==> src/logic/conv_weights.mem <==
// Filter 0 weights rise 1 to 25 across the window rows, bias 64
0001
0002
0003
0004
0005
0006
0007
0008
0009
000A
000B
000C
000D
000E
000F
0010
0011
0012
0013
0014
0015
0016
0017
0018
0019
0040
// Filter 1 has -2 on the top row, +3 on the bottom row, +1 at the centre, bias -1000
FFFE
FFFE
FFFE
FFFE
FFFE
0000
0000
0000
0000
0000
0000
0000
0001
0000
0000
0000
0000
0000
0000
0000
0003
0003
0003
0003
0003
FC18

==> src/logic/conv_pkg.sv <==
`default_nettype none

package conv_pkg;

    //////////////////////
    // Data widths
    //////////////////////

    // Unsigned grey-scale pixel
    localparam int PIXEL_W  = 8;
    // Signed filter weight
    localparam int WEIGHT_W = 8;
    // Signed weight times zero-extended pixel
    localparam int PROD_W   = WEIGHT_W + PIXEL_W + 1;

    // Window geometry
    localparam int WIN  = 5;
    localparam int TAPS = WIN * WIN;

    // Five pairwise levels reduce 25 products with one bit of growth per level
    localparam int TREE_STAGES = $clog2(TAPS);
    localparam int SUM_W       = PROD_W + TREE_STAGES;

    localparam int BIAS_W   = 16;
    localparam int RESULT_W = 16;

    // Saturation bounds of the signed result
    localparam logic signed [RESULT_W-1:0] RESULT_MAX = {1'b0, {(RESULT_W-1){1'b1}}};
    localparam logic signed [RESULT_W-1:0] RESULT_MIN = {1'b1, {(RESULT_W-1){1'b0}}};

    //////////////////////
    // Coefficient ROM
    //////////////////////

    // Each filter takes 25 weights in row order followed by its bias
    localparam int    ROM_STRIDE   = TAPS + 1;
    localparam string WEIGHTS_FILE = "/design/src/logic/conv_weights.mem";

endpackage

`default_nettype wire
==> src/logic/conv_bias_output.sv <==
`timescale 1ns/1ps
`default_nettype none

module conv_bias_output
    import conv_pkg::*;
#(
    parameter int NUM_FILTERS = 2
) (
    input  wire logic                       i_clk,
    input  wire logic                       i_rst,
    input  wire logic                       i_sum_valid,
    input  wire logic signed    [SUM_W-1:0] i_sums    [NUM_FILTERS],
    output logic                            o_result_valid,
    output logic signed      [RESULT_W-1:0] o_results [NUM_FILTERS]
);

    // Same coefficient ROM as the multipliers with only the bias words used here
    logic        [BIAS_W-1:0] rom [NUM_FILTERS*ROM_STRIDE];
    logic signed [BIAS_W-1:0] bias   [NUM_FILTERS];
    // One extra bit so the bias add cannot wrap
    logic signed [SUM_W:0]    biased [NUM_FILTERS];

    initial begin
        $readmemh(WEIGHTS_FILE, rom);
    end

    always_comb begin
        for (int f = 0; f < NUM_FILTERS; f++) begin
            bias[f]   = rom[f*ROM_STRIDE+TAPS];
            biased[f] = (SUM_W + 1)'(i_sums[f]) + (SUM_W + 1)'(bias[f]);
        end
    end

    // Clamp into the signed 16-bit range
    always_ff @(posedge i_clk) begin
        for (int f = 0; f < NUM_FILTERS; f++) begin
            if (biased[f] > RESULT_MAX) begin
                o_results[f] <= RESULT_MAX;
            end else if (biased[f] < RESULT_MIN) begin
                o_results[f] <= RESULT_MIN;
            end else begin
                o_results[f] <= RESULT_W'(biased[f]);
            end
        end
    end

    always_ff @(posedge i_clk) begin
        if (i_rst) begin
            o_result_valid <= 1'b0;
        end else begin
            o_result_valid <= i_sum_valid;
        end
    end

endmodule

`default_nettype wire

==> config.mk <==
export PLATFORM = sky130hd
export DESIGN_NAME = conv_bias_output
export DESIGN_NICKNAME = d
export VERILOG_FILES = /design/src/logic/conv_pkg.sv /design/src/logic/conv_bias_output.sv
export SDC_FILE = /design/constraint.sdc
export NUM_CORES = 1
export LEC_CHECK = 0
export BUFFER_PORTS_ARGS = -buffer_cell sky130_fd_sc_hd__clkbuf_2
export CORE_MARGIN = 5
export CORE_UTILIZATION = 40
export CTS_BUF_LIST = sky130_fd_sc_hd__clkbuf_4 sky130_fd_sc_hd__clkbuf_8
export DETAILED_ROUTE_END_ITERATION = 6
export PLACE_DENSITY_LB_ADDON = 0.15
export SKIP_CTS_REPAIR_TIMING = 1
export SYNTH_ARGS = -nofsm -noshare
export SYNTH_HDL_FRONTEND = slang
export SYNTH_SLANG_ARGS = --single-unit
==> constraint.sdc <==
create_clock -name i_clk -period 1.4 [get_ports i_clk]
set_clock_uncertainty 0.1 [all_clocks]
set_input_delay 0.14 -clock i_clk [delete_from_list [all_inputs] [get_ports i_clk]]
set_output_delay 0.14 -clock i_clk [all_outputs]
set_load 0.01 [all_outputs]
After elaboration in Yosys (flattened, before gate mapping)
Index checks and enable logic that the tools add are counted.

operators by class
  add/sub/neg operators = 2
  magnitude comparators = 4
  muxes and demuxes = 2

operators with widths
  cell                    number
  $add 22x16->23 const B  2
  $gt 23x16->1 const B    2
  $lt 23x16->1 const B    2
  $mux 16                 2

storage, ports and cells
  register bits = 33
  bits of input ports = 47
  output and inout bits = 33
  logic and storage cells = 11

Longest topological paths before layout
Gate-level depths: netlist of run 1.

  depth in word-level cells = 3
  mapped depth = 5

Least setup slack after synthesis of run 1
No wires, ideal clock.

  path kind = input port to flip-flop
  start point = in i_sums[19] (netlist name)
  end point = reg o_results[0] (netlist name)
  arrival time = 1.126 ns
  slack = 0.048 ns
  cell stages on the path = 5
  path buffers = 2
  cells stage by stage = or4_4 buf_6 buf_12 nor4_2 o2bb2ai_1

between the ends
  cells in the longest elaborated chain, start to end = 3
  elaborated cells on any way between the ends = 4
  classes of those cells = add/sub: 1; order compare: 2; mux: 1

ends and longest elaborated chain
  what                            RTL line                text
  start: declaration              conv_bias_output.sv:12  input wire logic signed [SUM_W-1:0] i_sums [NUM_FILTERS],
  $add 22x16->23 *                conv_bias_output.sv:30  biased[f] = (SUM_W + 1)'(i_sums[f]) + (SUM_W + 1)'(bias[f]);
  $lt 23x16->1                    conv_bias_output.sv:39  end else if (biased[f] < RESULT_MIN) begin
  $mux 16                         conv_bias_output.sv:39
  end signal: indexed assignment  conv_bias_output.sv:42  o_results[f] <= RESULT_W'(biased[f]);
  end: declaration                conv_bias_output.sv:14  output logic signed [RESULT_W-1:0] o_results [NUM_FILTERS]

Every way passes the cells marked *; elsewhere a longest branch is shown, timed or not.
A chain may end at the register's enable or synchronous reset.

Worst setup path in the final report of run 1
  start point = in i_rst
  end point = reg o_result_valid

RTL lines
  what                    RTL line                text
  start: declaration      conv_bias_output.sv:10  input wire logic i_rst,
  end signal: assignment  conv_bias_output.sv:51  o_result_valid <= i_sum_valid;
  end: declaration        conv_bias_output.sv:13  output logic o_result_valid,

No word-level cell between the ends.

==> results_dict.tcl, run 1 <==
set metrics [dict create \
    outcome "complete, no violations" \
    hpwlAfterDp_mm 2.55 \
    top_layer "met4" \
    finalHoldViolations 0 \
    dieArea_mm2 0.00452 \
    wirelength_mm 3.82 \
    synth-main-ff-cell "dfxtp_1" \
    coreArea_mm2 0.00310 \
    p_per_area_mw_per_mm2 992 \
    async_flop_share 0 \
    vias 1356 \
    ys_ff_latch 33 \
    io_pins 80 \
    gp_congestion 0.759 \
    ir_drop_mv 0.512 \
    synth.top_cells.by_area "dfxtp_1, a2bb2oi_1, o2bb2ai_1, nor4_2, nand3_1" \
    synth_edf_count 0 \
    synth.top_cell.area_share 0.505 \
    synth.distinct_cells 18 \
    grt.total_usage 0.148 \
    grt_pass1_wl_mm 5.01 \
    rows 20 \
    drc 0 \
    tns_ns 0 \
    synth_area_mm2 0.00131 \
    fin_ws_ns 0.147 \
    cpMostUsedCell "dlygate4sd3_1" \
    crit_chain "dlygate4sd3_1 > clkbuf_2 > nor2b_1 > dlygate4sd3_1" \
    syn-num-nets 166 \
    synth.cells.most_frequent "dfxtp_1, a2bb2oi_1, o2bb2ai_1, nand3_1" \
    clock-root-buffer "clkbuf_4" \
    startpoint_type "primary input" \
    io_buffer_count 79 \
    critPathMaxStageDelay_ns 0.55 \
    crit_fanout 1 \
    setup_viol 0 \
    drv_slew 0 \
    grt_max_degree 17 \
    max_slew_margin 0.695 \
    grt_overflow 0 \
    dp_slack_ns -0.0560 \
    path_buf_inv 3 \
    via_per_inst 5.02 \
    crit_type "primary input to flip-flop" \
    antenna_found_initial 0 \
    met1_length_mm 1.51 \
    grt_pass1_vias 1131 \
    max-cap-violations 0 \
    num_antenna_cells 0 \
    leakage_nw 0.918 \
    rsz0062_at_grt "false" \
    drt-initial-drc-count 73 \
    met2WireLength_mm 1.98 \
    die-width_um 67.2 \
    fin_crit_ns 1.25 \
    initial_utilization 0.422 \
    yosysMostFrequentCell "dfxtp_1" \
    syn_to_final_growth_pct 61.0 \
    drive_gt1_frac 0.451 \
    synth_top_cell_by_area "dfxtp_1" \
    die_y_um 67.2 \
    h-tree-depth 2 \
    cts.clk_slew.worst_paths_ns 0.10 \
    final_net_count 272 \
    ys_seq_area_frac 0.505 \
    numCtsBuffers 5 \
    cp.arrival_ns 1.42 \
    tritoncts "yes" \
    crit_path_end_kind "flip-flop" \
    wl_met3_um 285 \
    max_freq_ghz 0.798 \
    avgSynthCellArea_um2 11.0 \
    synthCells 119 \
    worst_path_max_delay_cell "dlygate4sd3_1" \
    critPathTopFamily "buffers and inverters" \
    avgRoutedWirePerCell_um 14.2 \
    holdCritPathClass "primary input to flip-flop" \
    numClockSinks 33 \
    tightest_slew_ns 0.458 \
    clk_path_buf_depth 2 \
    first_pass_iters 4 \
    ys_warn_count 0 \
    fin_crit_sh 0.895 \
    antenna_left 0 \
    required_ns 1.57 \
]
[cells by family after synthesis]
| logic type | after synthesis | synth area share |
|---|---|---|
| simple gates | 40 | 0.225 |
| buf+inv | 16 | 0.0698 |
| flops | 33 | 0.505 |
| compound gates | 30 | 0.201 |
[placed cells by master (no fill, tap or decap), types with 2 or more instances in the layout]
cell type / count
o2bb2ai_1: 15
clkbuf_4: 6
nor4_1: 6
dlygate4sd3_1: 32
dfxtp_1: 33
nor4_2: 10
buf_4: 4
nand4_1: 3
nand3_1: 13
clkbuf_2: 79
nand2_1: 2
nor2_1: 2
a2bb2oi_1: 15
[stage by stage]
step,area (µm²),hold WS [ns],instances,total power [mW],utilization
global route,2110,0.00844,270,2.18,0.679
finish,2110,0.00529,270,2.09,0.679
CTS,1790,-0.146,238,2.04,0.576
floorplan,1310,0.112,119,1.15,-
global placement,1700,0.200,230,1.29,0.547
detailed placement,1700,0.203,230,1.29,0.547
[registers in the layout (all words and copies together) (netlist names)]
signal and flops:
o_results 32, o_result_valid 1
[metal layers]
metal | up-vias | global-route usage
met4 | 0 | 0.0759
li1 | 675 | -
met3 | 6 | 0.0433
met1 | 613 | 0.174
met5 | - | 0
met2 | 62 | 0.244
[worst paths after layout]
| path | startpoint | to | slack, ns | depth (start not counted) |
|---|---|---|---|---|
| worst min-delay path | i_sums[37] | o_results[17] | 0.005 | 3 |
| worst max-delay path | i_rst | o_result_valid | 0.15 | 4 |
[where the power goes]
part           leakage [nW]  total, mW  switching (mW)  internal (mW)
registers             0.278       1.01          0.0151          0.993
clock network        0.0489      0.746           0.300          0.446
logic                 0.591      0.337           0.161          0.176
[area by class of cell]
cell class | count | area, µm²
clock inverter | 1 | 30.0
sequential | 33 | 661
multi-input combinational | 70 | 557
tap | 44 | 55.1
timing repair buffer | 115 | 746
clock buffer | 7 | 58.8
fill | 270 | 996
No activity file was read; power rests on OpenSTA's default activity.
==> run 2: changes to the inputs <==
--- a/config.mk
+++ b/config.mk
@@ -6,7 +6,7 @@
 export NUM_CORES = 1
 export LEC_CHECK = 0
 export BUFFER_PORTS_ARGS = -buffer_cell sky130_fd_sc_hd__clkbuf_2
-export CORE_MARGIN = 5
+export CORE_MARGIN = 10
 export CORE_UTILIZATION = 40
 export CTS_BUF_LIST = sky130_fd_sc_hd__clkbuf_4 sky130_fd_sc_hd__clkbuf_8
 export DETAILED_ROUTE_END_ITERATION = 6
==> results_dict.tcl, run 2 (synthesis gave the netlist of run 1 again) <==
set metrics [dict create \
    outcome "finished with violations" \
    violations "negative hold slack" \
    final_cells 272 \
    largestRegisters "o_results: 32 flops, o_result_valid: 1 flops" \
    die-width_um 77.2 \
    tightest_slew_ns 0.512 \
    dieArea_mm2 0.00596 \
    cp.arrival_ns 1.40 \
    rows 20 \
    grt_pass1_vias 1231 \
    required_ns 1.57 \
    dp_slack_ns -0.0590 \
    numClockSinks 33 \
    fin_crit_sh 0.877 \
    grt_overflow 0 \
    top_layer "met4" \
    drv_slew 0 \
    max_slew_margin 0.658 \
    final_common_cell "clkbuf_2" \
    max-cap-violations 0 \
    top_register "o_results" \
    fin_crit_ns 1.23 \
    drive_gt1_frac 0.445 \
    hpwlAfterDp_mm 2.90 \
    setup_viol 0 \
    coreArea_mm2 0.00310 \
    leakage_nw 0.922 \
    largest_reg_flops 32 \
    antenna_found_initial 1 \
    die_y_um 77.2 \
    met1_length_mm 1.74 \
    first_pass_iters 4 \
    crit_path_end_kind "flip-flop" \
    holdCritPathClass "primary input to flip-flop" \
    grt.total_usage 0.121 \
    h-tree-depth 2 \
    ir_drop_mv 0.645 \
    wl_met3_um 369 \
    drt-initial-drc-count 89 \
    cts.clk_slew.worst_paths_ns 0.10 \
    finalHoldViolations 1 \
    layout_common_cells "clkbuf_2, dlygate4sd3_1, dfxtp_1, o2bb2ai_1, a2bb2oi_1" \
    crit_type "primary input to flip-flop" \
    startpoint_type "primary input" \
    io_pins 80 \
    met2WireLength_mm 2.10 \
    finalPower_mw 2.10 \
    grt_pass1_wl_mm 5.92 \
    wirelength_mm 4.28 \
    placed_cells 229 \
    p_per_area_mw_per_mm2 990 \
    final_net_count 273 \
    clock-root-buffer "clkbuf_4" \
    fin_ws_ns 0.172 \
    tritoncts "yes" \
    placed_cell_area_mm2 0.00169 \
    gp_congestion 0.778 \
    max_freq_ghz 0.814 \
    grt_max_degree 17 \
    rsz0062_at_grt "false" \
    io_buffer_count 79 \
    finalInstanceArea_mm2 0.00212 \
    hold_slack_ns -0.00140 \
    vias 1337 \
    drc 0 \
    syn_to_final_growth_pct 62.1 \
    crit_fanout 1 \
    initial_utilization 0.422 \
    clk_path_buf_depth 2 \
    antenna_left 0 \
    via_per_inst 4.92 \
    avgRoutedWirePerCell_um 15.7 \
    numCtsBuffers 5 \
]
[run 2: where the power goes]
group	internal, mW	switching, mW	total (mW)
Combinational	0.179	0.165	0.344
Sequential	0.993	0.0140	1.01
Clock	0.446	0.305	0.750
[run 2: final timing paths]
kind | startpoint | endpoint | depth (start not counted)
max | i_rst | o_result_valid | 4
min | i_sums[37] | o_results[27] | 3
[run 2: final cells by class]
class	count	area, µm²
Fill cell	255	981
Clock buffer	7	58.8
Multi-Input combinational cell	70	557
Sequential cell	33	661
Timing Repair Buffer	116	758
Antenna cell	1	2.50
Clock inverter	1	30.0
Tap cell	44	55.1
[run 2: stage by stage]
step	setup TNS (ns)	utilization
after floorplan	0	-
after global placement	-0.0352	0.545
after detailed placement	-0.262	0.545
after CTS	0	0.573
after global routing	0	0.684
final	0	0.684
[run 2: metal layers]
metal | up-vias | GRT usage
met3 | 7 | 0.0734
met2 | 55 | 0.184
met5 | - | 0
met4 | 0 | 0.0328
li1 | 679 | -
met1 | 596 | 0.139
[run 2: critical path, cell delays in order]
cell and delay, ns:
dlygate4sd3_1 0.53, clkbuf_2 0.10, nor2b_1 0.08, dlygate4sd3_1 0.54
