<file path="src/logic/conv_weights.mem">
// Filter 0 weights rise 1 to 25 across the window rows, bias 64
0001
0002
0003
0004
0005
0006
0007
0008
0009
000A
000B
000C
000D
000E
000F
0010
0011
0012
0013
0014
0015
0016
0017
0018
0019
0040
// Filter 1 has -2 on the top row, +3 on the bottom row, +1 at the centre, bias -1000
FFFE
FFFE
FFFE
FFFE
FFFE
0000
0000
0000
0000
0000
0000
0000
0001
0000
0000
0000
0000
0000
0000
0000
0003
0003
0003
0003
0003
FC18

</file>
<file path="src/logic/conv_pkg.sv">
`default_nettype none

package conv_pkg;

    //////////////////////
    // Data widths
    //////////////////////

    // Unsigned grey-scale pixel
    localparam int PIXEL_W  = 8;
    // Signed filter weight
    localparam int WEIGHT_W = 8;
    // Signed weight times zero-extended pixel
    localparam int PROD_W   = WEIGHT_W + PIXEL_W + 1;

    // Window geometry
    localparam int WIN  = 5;
    localparam int TAPS = WIN * WIN;

    // Five pairwise levels reduce 25 products with one bit of growth per level
    localparam int TREE_STAGES = $clog2(TAPS);
    localparam int SUM_W       = PROD_W + TREE_STAGES;

    localparam int BIAS_W   = 16;
    localparam int RESULT_W = 16;

    // Saturation bounds of the signed result
    localparam logic signed [RESULT_W-1:0] RESULT_MAX = {1'b0, {(RESULT_W-1){1'b1}}};
    localparam logic signed [RESULT_W-1:0] RESULT_MIN = {1'b1, {(RESULT_W-1){1'b0}}};

    //////////////////////
    // Coefficient ROM
    //////////////////////

    // Each filter takes 25 weights in row order followed by its bias
    localparam int    ROM_STRIDE   = TAPS + 1;
    localparam string WEIGHTS_FILE = "/design/src/logic/conv_weights.mem";

endpackage

`default_nettype wire
</file>
<file path="src/logic/conv_line_buffer.sv">
`timescale 1ns/1ps
`default_nettype none

module conv_line_buffer
    import conv_pkg::*;
#(
    parameter int FRAME_W = 6,
    parameter int FRAME_H = 6
) (
    input  wire logic               i_clk,
    input  wire logic               i_rst,
    input  wire logic               i_pixel_valid,
    input  wire logic [PIXEL_W-1:0] i_pixel,
    output logic                    o_window_valid,
    output logic      [PIXEL_W-1:0] o_window [TAPS]
);

    localparam int COL_W = $clog2(FRAME_W);
    localparam int ROW_W = $clog2(FRAME_H);

    // Accepted pixel waits here and enters the window on the following edge
    logic               pix_valid_q;
    logic [PIXEL_W-1:0] pix_q;

    // Four previous rows
    // Last entry of each holds the same column one row further up
    logic [PIXEL_W-1:0] row_mem [WIN-1][FRAME_W];

    // Column entering the window with the top row first
    logic [PIXEL_W-1:0] new_col [WIN];

    // Frame position of the pixel held in pix_q
    logic [COL_W-1:0] col;
    logic [ROW_W-1:0] row;
    logic             in_frame;

    //////////////////////
    // Input register
    //////////////////////

    always_ff @(posedge i_clk) begin
        if (i_rst) begin
            pix_valid_q <= 1'b0;
        end else begin
            pix_valid_q <= i_pixel_valid;
        end
    end

    always_ff @(posedge i_clk) begin
        if (i_pixel_valid) begin
            pix_q <= i_pixel;
        end
    end

    //////////////////////
    // Row storage and window
    //////////////////////

    // Bottom window row takes the new pixel and the rows above come from the row memories
    always_comb begin
        new_col[WIN-1] = pix_q;
        for (int r = 0; r < WIN - 1; r++) begin
            new_col[r] = row_mem[WIN-2-r][FRAME_W-1];
        end
    end

    // Only accepted pixels move the memories and the window
    always_ff @(posedge i_clk) begin
        if (pix_valid_q) begin
            for (int k = 0; k < WIN - 1; k++) begin
                // Each row memory feeds the one above it
                row_mem[k][0] <= (k == 0) ? pix_q : row_mem[k-1][FRAME_W-1];
                for (int i = 1; i < FRAME_W; i++) begin
                    row_mem[k][i] <= row_mem[k][i-1];
                end
            end
            // Window moves one column left and takes the new column on the right
            for (int r = 0; r < WIN; r++) begin
                for (int c = 0; c < WIN - 1; c++) begin
                    o_window[r*WIN+c] <= o_window[r*WIN+c+1];
                end
                o_window[r*WIN+WIN-1] <= new_col[r];
            end
        end
    end

    //////////////////////
    // Frame position
    //////////////////////

    // Window lies fully inside the frame once four rows and columns are behind it
    assign in_frame = (col >= COL_W'(WIN - 1)) && (row >= ROW_W'(WIN - 1));

    always_ff @(posedge i_clk) begin
        if (i_rst) begin
            col            <= '0;
            row            <= '0;
            o_window_valid <= 1'b0;
        end else begin
            o_window_valid <= pix_valid_q && in_frame;
            if (pix_valid_q) begin
                if (col == COL_W'(FRAME_W - 1)) begin
                    col <= '0;
                    // Wrap at frame end so the next frame follows directly
                    row <= (row == ROW_W'(FRAME_H - 1)) ? '0 : row + 1'b1;
                end else begin
                    col <= col + 1'b1;
                end
            end
        end
    end

endmodule

`default_nettype wire

</file>
<file path="config.mk">
export PLATFORM = sky130hd
export DESIGN_NAME = conv_line_buffer
export DESIGN_NICKNAME = d
export VERILOG_FILES = /design/src/logic/conv_pkg.sv /design/src/logic/conv_line_buffer.sv
export SDC_FILE = /design/constraint.sdc
export NUM_CORES = 1
export LEC_CHECK = 0
export BUFFER_PORTS_ARGS = -buffer_cell sky130_fd_sc_hd__buf_2
export CORE_ASPECT_RATIO = 1.5
export CORE_UTILIZATION = 55
export CTS_CLUSTER_SIZE = 16
export DETAILED_ROUTE_END_ITERATION = 10
export PLACE_DENSITY = 0.84
export SLEW_MARGIN = 0
export SYNTH_ARGS = -nofsm -noshare
export SYNTH_HDL_FRONTEND = slang
export SYNTH_SLANG_ARGS = --single-unit
</file>
<file path="constraint.sdc">
create_clock -name i_clk -period 11.1 [get_ports i_clk]
set_input_delay 0.555 -clock i_clk [delete_from_list [all_inputs] [get_ports i_clk]]
set_output_delay 0.555 -clock i_clk [all_outputs]
set_load 0.01 [all_outputs]
</file>
Yosys cells after proc, flatten, opt, wreduce, memory -nomap -nowiden
Memories as Yosys holds them, arrays and structs flattened.
Cells that the tools add are included.
{"block": "classes", "add_sub_neg": 2, "magnitude_cmp": 2, "eq_ne": 2, "muxes": 4, "n_reduce_logical": 3}
{"cell": "$add A3 B1 Y3 const B", "count": 2}
{"cell": "$eq A3 B3 Y1 const B", "count": 2}
{"cell": "$ge A3 B3 Y1 const B", "count": 2}
{"cell": "$mux W3", "count": 2}
{"cell": "$logic_and A1 B1 Y1", "count": 2}
{"cell": "$mux W1", "count": 2}
{"cell": "$reduce_and A2 Y1", "count": 1}
{"block": "word_totals", "register_bits": 216, "ram_bits": 192, "in_bits": 11, "out_inout_bits": 201, "elab_cells": 44, "n_memories": 1}
{"name": "row_mem", "words": 4, "width": 48, "read_ports": 4, "rd_ports_with_merged_regs": 0, "wr": 4, "line_no": "conv_line_buffer.sv:27", "rtl": "logic [PIXEL_W-1:0] row_mem [WIN-1][FRAME_W];"}

Logic depth before layout (Yosys ltp)
Gate-level depths: netlist (run 1).
{"block": "logic_depth", "depth_word": 3, "ltp_mapped": 3, "depth_no_buf": 3}

Worst setup path before layout (run 1)
Ideal clock, no wire load.
{"block": "synth_timing", "path_kind": "flip-flop to flip-flop", "start": "register pix_valid_q", "end": "register row[1]", "setup_ps": 70, "arrival_ps": 6604, "required_time_ps": 11030, "setup_slack_ps": 4427, "path_stages_with_launch": 4, "path_buffers": 0, "synth_period_minus_slack_ps": 6673, "path_cell_list": "dfxtp_1 -> nand4b_2 -> or4_1 -> a21oi_1"}
{"block": "synth_between", "elab_chain_cells": 1}
{"element": "from (decl)", "line_no": "conv_line_buffer.sv:22", "rtl": "logic pix_valid_q;"}
{"element": "from (signal assigned)", "line_no": "conv_line_buffer.sv:45", "rtl": "pix_valid_q <= i_pixel_valid;"}
{"element": "$reduce_and A2 Y1 (no source line)"}
{"element": "to (signal assigned)", "line_no": "conv_line_buffer.sv:105", "rtl": "row <= (row == ROW_W'(FRAME_H - 1)) ? '0 : row + 1'b1;"}
{"element": "to (decl)", "line_no": "conv_line_buffer.sv:34", "rtl": "logic [ROW_W-1:0] row;"}
Every way passes these cells.
A chain may end at the register's enable or synchronous reset.

Worst setup path after layout (run 1)
{"block": "layout_timing", "start": "register pix_valid_q", "end": "register row[0]"}
The elaborated chain is that of the path after synthesis.

==> results_dict.tcl, run 1 <==
set metrics [dict create \
    post_drt_wl_per_cell_um 19.1 \
    hpwl_um 8280 \
    p_sw_uw 366 \
    hold_path.class "input pin to flip-flop" \
    drc_errors 0 \
    yosysTopAreaCellShare_pct 95.9 \
    fin_hold_ws_ns 0.244 \
    p_clk_share_pct 39.8 \
    drv_slew 0 \
    rr_startpoint "pix_valid_q$_SDFF_PP0_" \
    period_share_pct 23.4 \
    slew_headroom_pct 27.8 \
    min_period_ns 2.60 \
    ys_ff_latch 248 \
    p_comb_share_pct 2.9 \
    ys_top_cells_by_count "240 x edfxtp_1, 8 x dfxtp_1, 4 x a21oi_1, 4 x nand2_1, 3 x nor2_1" \
    yosysMostFrequentCell "edfxtp_1" \
    cts.repair.resized 0 \
    drt_wl_total_um 13000 \
    post-route-util_pct 72.4 \
    syn-num-nets 282 \
    worst_pin_slew_ns 1.08 \
    critPathRequiredTime_ns 11.51 \
    detail_route.first_pass.iterations 4 \
    start_kind "flip-flop" \
    fin_total_pwr_mw 1.90 \
    drtIter0Drc 155 \
    grt_pass1_wl_um 19800 \
    stdcell_count 683 \
    yosys-top-cells-area "edfxtp_1 96%, dfxtp_1 2.1%, a21oi_1 0.27%, nand4b_1 0.23%, nand2_1 0.20%" \
    syn_inst 271 \
    cts_tree "built" \
    ios 212 \
    holdCritStartpoint "i_pixel[7]" \
    synth_top_area_cell "edfxtp_1" \
    dieHeight_um 145 \
    die_w_um 97.4 \
    critical_path_class "flip-flop to flip-flop" \
    area_growth_pct 26.7 \
    async_flop_share_pct 0 \
    grtUsageTotal_pct 17.9 \
    setup_violations 0 \
    antenna_found_initial 0 \
    std_cell_rows 51 \
    overflow 0 \
    gp_congestion 0.737 \
    timing.critical_path.from "pix_valid_q$_SDFF_PP0_" \
    syn_area_mm2 0.00751 \
    cts_htree_levels 1 \
    drive_above_1_share_pct 47.5 \
    synth-edff-count 240 \
    placed_cells 643 \
    cp.arrival_ns 3.01 \
    yosysSeqAreaShare_pct 98.1 \
    final_area_mm2 0.00952 \
    cts_buffers 22 \
    drv_cap 0 \
    switching_share_pct 19.3 \
    rsz0062_at_grt "false" \
    via_per_inst 5.15 \
    yosys.cell_types.count 15 \
    cts.hold.buffers_added 0 \
    die-area_mm2 0.0141 \
    p_per_area_mw_per_mm2 200 \
    p_leak_nw 3.58 \
    finalSetupTns_ns 0 \
    crit_fanout 90 \
    rrSetupSlack_ns 8.50 \
    hold_viol 0 \
    post_cts_buffers 0 \
    worstSkewPairLatency_ns 0.48 \
    fin_worst_skew_ns 0.00616 \
    clk_path_buf_depth 3 \
    cts_sinks 248 \
    setup_ws_ns 8.50 \
    p_seq_share_pct 57.3 \
    fin_nets 519 \
    placed_area_mm2 0.00879 \
    cts.reportedPaths.clkPinSlew_ns 0.06 \
    status "finished clean" \
    fmax_mhz 385 \
    peakVddDrop_mv 0.141 \
    root_buffer "clkbuf_16" \
    port_buffers 211 \
    via_count 3518 \
    dp_slack_ns 8.45 \
    yosysWarnings 0 \
    drtAntennaViolNets 0 \
    antennaDiodeCount 0 \
    grt_max_degree 91 \
    p_int_mw 1.53 \
    grt_pass1_vias 3583 \
    core-area_mm2 0.0131 \
    end_kind "flip-flop" \
    avgSynthCellArea_um2 27.7 \
    initial_core_util_pct 57.2 \
    synth-main-ff-cell "edfxtp_1" \
]
-- cells by family (layout without fill, tap and decap cells) --
family	count (synthesis)	after routing	synth area share, %
simple gates	14	14	1.25
compound gates	6	6	0.400
xor+xnor	1	1	0.117
flops	248	248	98.1
buf+inv	1	254	0.0499
mux	1	1	0.133
-- worst max-delay path, cell delays in order (launching register included) --
cell and delay [ns]:
dfxtp_4 0.97, buf_4 0.95, and4b_1 0.35, nand2_1 0.06, a21oi_1 0.16
-- layout by cell type (no fill, tap or decap) --
cell        netlist  final
dfxtp_1           8      7
nand4b_1          2      2
xnor2_1           1      1
nand2_1           4      4
a21oi_1           4      4
bufinv_16         0      3
clkbuf_1          0      4
clkinv_2          0      5
clkinv_1          1      4
nor2_1            3      3
or4_1             1      1
dfxtp_4           0      1
clkinvlp_4        0      2
edfxtp_1        240    240
o21ai_0           2      2
mux2i_1           1      1
clkbuf_16         0     23
and4b_1           1      1
nor2b_1           1      1
nand4b_2          1      1
buf_2             0    211
and4b_2           1      1
buf_4             0      2
-- metal layers --
layer | vias up | wire, um | global-route usage [%]
met5 | - | 0 | 0
met4 | 0 | 209 | 5.51
met3 | 18 | 1240 | 5.20
met2 | 206 | 6520 | 30.2
met1 | 1727 | 5070 | 22.7
li1 | 1567 | - | -
-- final cells by class --
type	instances	area (um^2)
multi-input cells	22	143
clock inverters	13	141
repair buffers	213	1070
clock buffers	27	591
fillers	770	3630
flip-flops and latches	248	7370
well taps	159	199
inverters	1	3.75
-- sequential cells by signal, summed over array words and instances, names as in the netlist --
signal	cells
pix_valid_q	1
o_window_valid	1
row	3
col	3
pix_q	8
o_window	178
row_mem	54
-- final timing paths --
| path | end | cells past startpoint |
|---|---|---|
| max reg2reg | row[0]$_SDFFE_PP0P_ | 4 |
| min | pix_q[7]$_DFFE_PP_ | 1 |
| max | row[0]$_SDFFE_PP0P_ | 4 |
| min reg2reg | row_mem[0][47]$_DFFE_PP_ | 0 |
-- power by group through the flow --
stage                     sequential (mW)  combinational (mW)  clock [mW]
after global routing                 1.09              0.0582       0.814
final                                1.09              0.0548       0.758
after detailed placement             1.11              0.0554           0
after CTS                            1.09              0.0555       0.778
after global placement               1.11              0.0540           0
after floorplan                      1.13             0.00124           0
Note: power is estimated with default switching activity, not from simulation.
==> inputs of run 2 (changes only) <==
--- a/config.mk
+++ b/config.mk
@@ -5,12 +5,13 @@
 export SDC_FILE = /design/constraint.sdc
 export NUM_CORES = 1
 export LEC_CHECK = 0
+export ABC_AREA = 1
 export BUFFER_PORTS_ARGS = -buffer_cell sky130_fd_sc_hd__buf_2
 export CORE_ASPECT_RATIO = 1.5
-export CORE_UTILIZATION = 55
+export CORE_UTILIZATION = 46
 export CTS_CLUSTER_SIZE = 16
 export DETAILED_ROUTE_END_ITERATION = 10
-export PLACE_DENSITY = 0.84
+export PLACE_DENSITY = 0.75
 export SLEW_MARGIN = 0
 export SYNTH_ARGS = -nofsm -noshare
 export SYNTH_HDL_FRONTEND = slang
==> constraint.sdc (replaced) <==
create_clock -name i_clk -period 2.2 [get_ports i_clk]
set_input_delay 0.11 -clock i_clk [delete_from_list [all_inputs] [get_ports i_clk]]
set_output_delay 0.11 -clock i_clk [all_outputs]
set_load 0.01 [all_outputs]
==> run 2 against run 1 <==
Effect of this change: total power rose to 5.0 times the previous value; sequential power rose to 5.0 times the previous value; clock-buffer cell count rose by 1; final cell count rose by 11%; setup slack got worse by 7.7 ns; synthesized area rose by 0.35%; synthesized cell count rose by 4.8%; critical path depth fell by 3; first-iteration DRC count rose by 26%; core utilization fell by 12 points.
==> results_dict.tcl, run 2 <==
set metrics [dict create \
    critical_path_class "flip-flop to flip-flop" \
    start_kind "flip-flop" \
    ys_ff_latch 248 \
    largest-register "o_window" \
    setup_violations 0 \
    post_cts_buffers 0 \
    yosys-top-cells-area "edfxtp_1 96%, dfxtp_1 2.1%, inv_1 0.35%, nand2_1 0.35%, nand2_2 0.25%" \
    async_flop_share_pct 0 \
    critPathTopFamily "flip-flops" \
    cp.arrival_ns 1.50 \
    detail_route.first_pass.iterations 4 \
    via_count 3639 \
    dieHeight_um 159 \
    final_area_mm2 0.00975 \
    synth-main-ff-cell "edfxtp_1" \
    yosysTopAreaCellShare_pct 95.6 \
    grt_max_degree 100 \
    overflow 0 \
    rsz0062_at_grt "false" \
    drt_wl_total_um 13900 \
    fmax_mhz 727 \
    port_buffers 211 \
    hold_viol 0 \
    hpwl_um 8970 \
    die_w_um 107 \
    drv_cap 0 \
    yosysWarnings 0 \
    slowest_stage "dfxtp_4" \
    status "finished clean" \
    cts_buffers 23 \
    grtUsageTotal_pct 16.5 \
    post_drt_wl_per_cell_um 18.3 \
    yosys.cell_types.count 16 \
    cts_htree_levels 1 \
    syn_inst 284 \
    cts.repair.resized 0 \
    slew_headroom_pct 68.0 \
    drtIter0Drc 196 \
    synth_top_area_cell "edfxtp_1" \
    avgSynthCellArea_um2 26.5 \
    gp_congestion 0.802 \
    crit_buf_inv 1 \
    antennaDiodeCount 0 \
    clk_path_buf_depth 3 \
    largestRegisters "o_window: 178 flops, row_mem: 54 flops, pix_q: 8 flops" \
    core-area_mm2 0.0161 \
    fill_cells 1173 \
    worstSkewPairLatency_ns 0.49 \
    final_common_cell "edfxtp_1" \
    grt_pass1_vias 3702 \
    drc_errors 0 \
    ios 212 \
    ys_top_cells_by_count "240 x edfxtp_1, 8 x dfxtp_1, 7 x inv_1, 7 x nand2_1, 5 x nor2_1" \
    peakVddDrop_mv 0.915 \
    largest_register_ffs 178 \
    fin_worst_skew_ns 0.0101 \
    critPathRequiredTime_ns 2.33 \
    crit_fanout 99 \
    drtAntennaViolNets 0 \
    drive_above_1_share_pct 46.8 \
    worst_pin_slew_ns 0.481 \
    cts_tree "built" \
    p_per_area_mw_per_mm2 967 \
    cts.reportedPaths.clkPinSlew_ns 0.07 \
    cp_slowest_stage_delay_ns 0.53 \
    via_per_inst 4.79 \
    stdcell_count 759 \
    std_cell_rows 57 \
    syn_area_mm2 0.00754 \
    min_period_ns 1.37 \
    grt_pass1_wl_um 21200 \
    fin_total_pwr_mw 9.43 \
    cts.hold.buffers_added 10 \
    end_kind "flip-flop" \
    fin_hold_ws_ns 0.325 \
    multi_input_area_um2 143 \
    hold_path.class "input pin to flip-flop" \
    area_growth_pct 29.3 \
    yosysSeqAreaShare_pct 97.7 \
    antenna_found_initial 0 \
    die-area_mm2 0.0169 \
    placed_cells 708 \
    cp_cell_sequence "buf_12" \
    cts_sinks 248 \
    p_leak_nw 3.64 \
    synth-edff-count 240 \
    initial_core_util_pct 46.8 \
    syn-num-nets 295 \
    placed_area_mm2 0.00896 \
    fin_nets 548 \
    root_buffer "clkbuf_16" \
    period_share_pct 62.5 \
    yosysMostFrequentCell "edfxtp_1" \
    final_cell_mix "240 x edfxtp_1, 211 x buf_2, 23 x clkbuf_16" \
    drv_slew 0 \
    seq_area_mm2 0.00737 \
]
-- run 2: per-stage QoR --
stage	setup slack [ns]	setup TNS (ns)	util (%)
after global placement	0.860	0	55.6
after CTS	0.821	0	60.5
after floorplan	-0.393	-22.04	-
final	0.825	0	60.5
after detailed placement	0.817	0	55.6
after global routing	0.760	0	60.5
-- run 2: power breakdown --
group          switching (mW)  total, mW  internal (mW)
combinational           0.207      0.328          0.121
sequential             0.0963       5.48           5.38
clock                    1.58       3.63           2.05
total                    1.88       9.43           7.55
-- run 2: final timing paths --
| check | slack, ns | cells after the start | endpoint | start |
|---|---|---|---|---|
| worst min register to register | 0.42 | 0 | o_window[84]$_DFFE_PP_ | row_mem[1][4]$_DFFE_PP_ |
| worst max register to register | 0.83 | 1 | o_window[133]$_DFFE_PP_ | pix_valid_q$_SDFF_PP0_ |
| worst min-delay path | 0.33 | 2 | pix_q[7]$_DFFE_PP_ | i_pixel[7] |
| worst max-delay path | 0.83 | 1 | o_window[133]$_DFFE_PP_ | pix_valid_q$_SDFF_PP0_ |
-- run 2: per-layer routing --
metal  vias to the layer above  global-route usage, %  share of wire [%]
met1                      1793                   21.8                 41
met4                         0                   4.79                1.6
met5                         -                      0                  0
li1                       1626                      -                  -
met3                        16                   4.27                8.7
met2                       204                   27.2                 48
-- run 2: cell families (layout without fill, tap and decap cells) --
kind of cell    after synthesis  in the layout  share of synthesized area (%)
buf+inv                       8            277                          0.398
simple gates                 22             22                           1.44
compound gates                6              6                          0.448
flops                       248            248                           97.7
-- run 2: area by class of cell --
cell class / instances / area share [%]
sequential: 248 / 75.6
timing repair buffer: 228 / 12.9
clock buffer: 28 / 6.10
tap: 206 / 2.64
multi-input combinational: 28 / 1.46
clock inverter: 13 / 0.988
inverter: 8 / 0.308
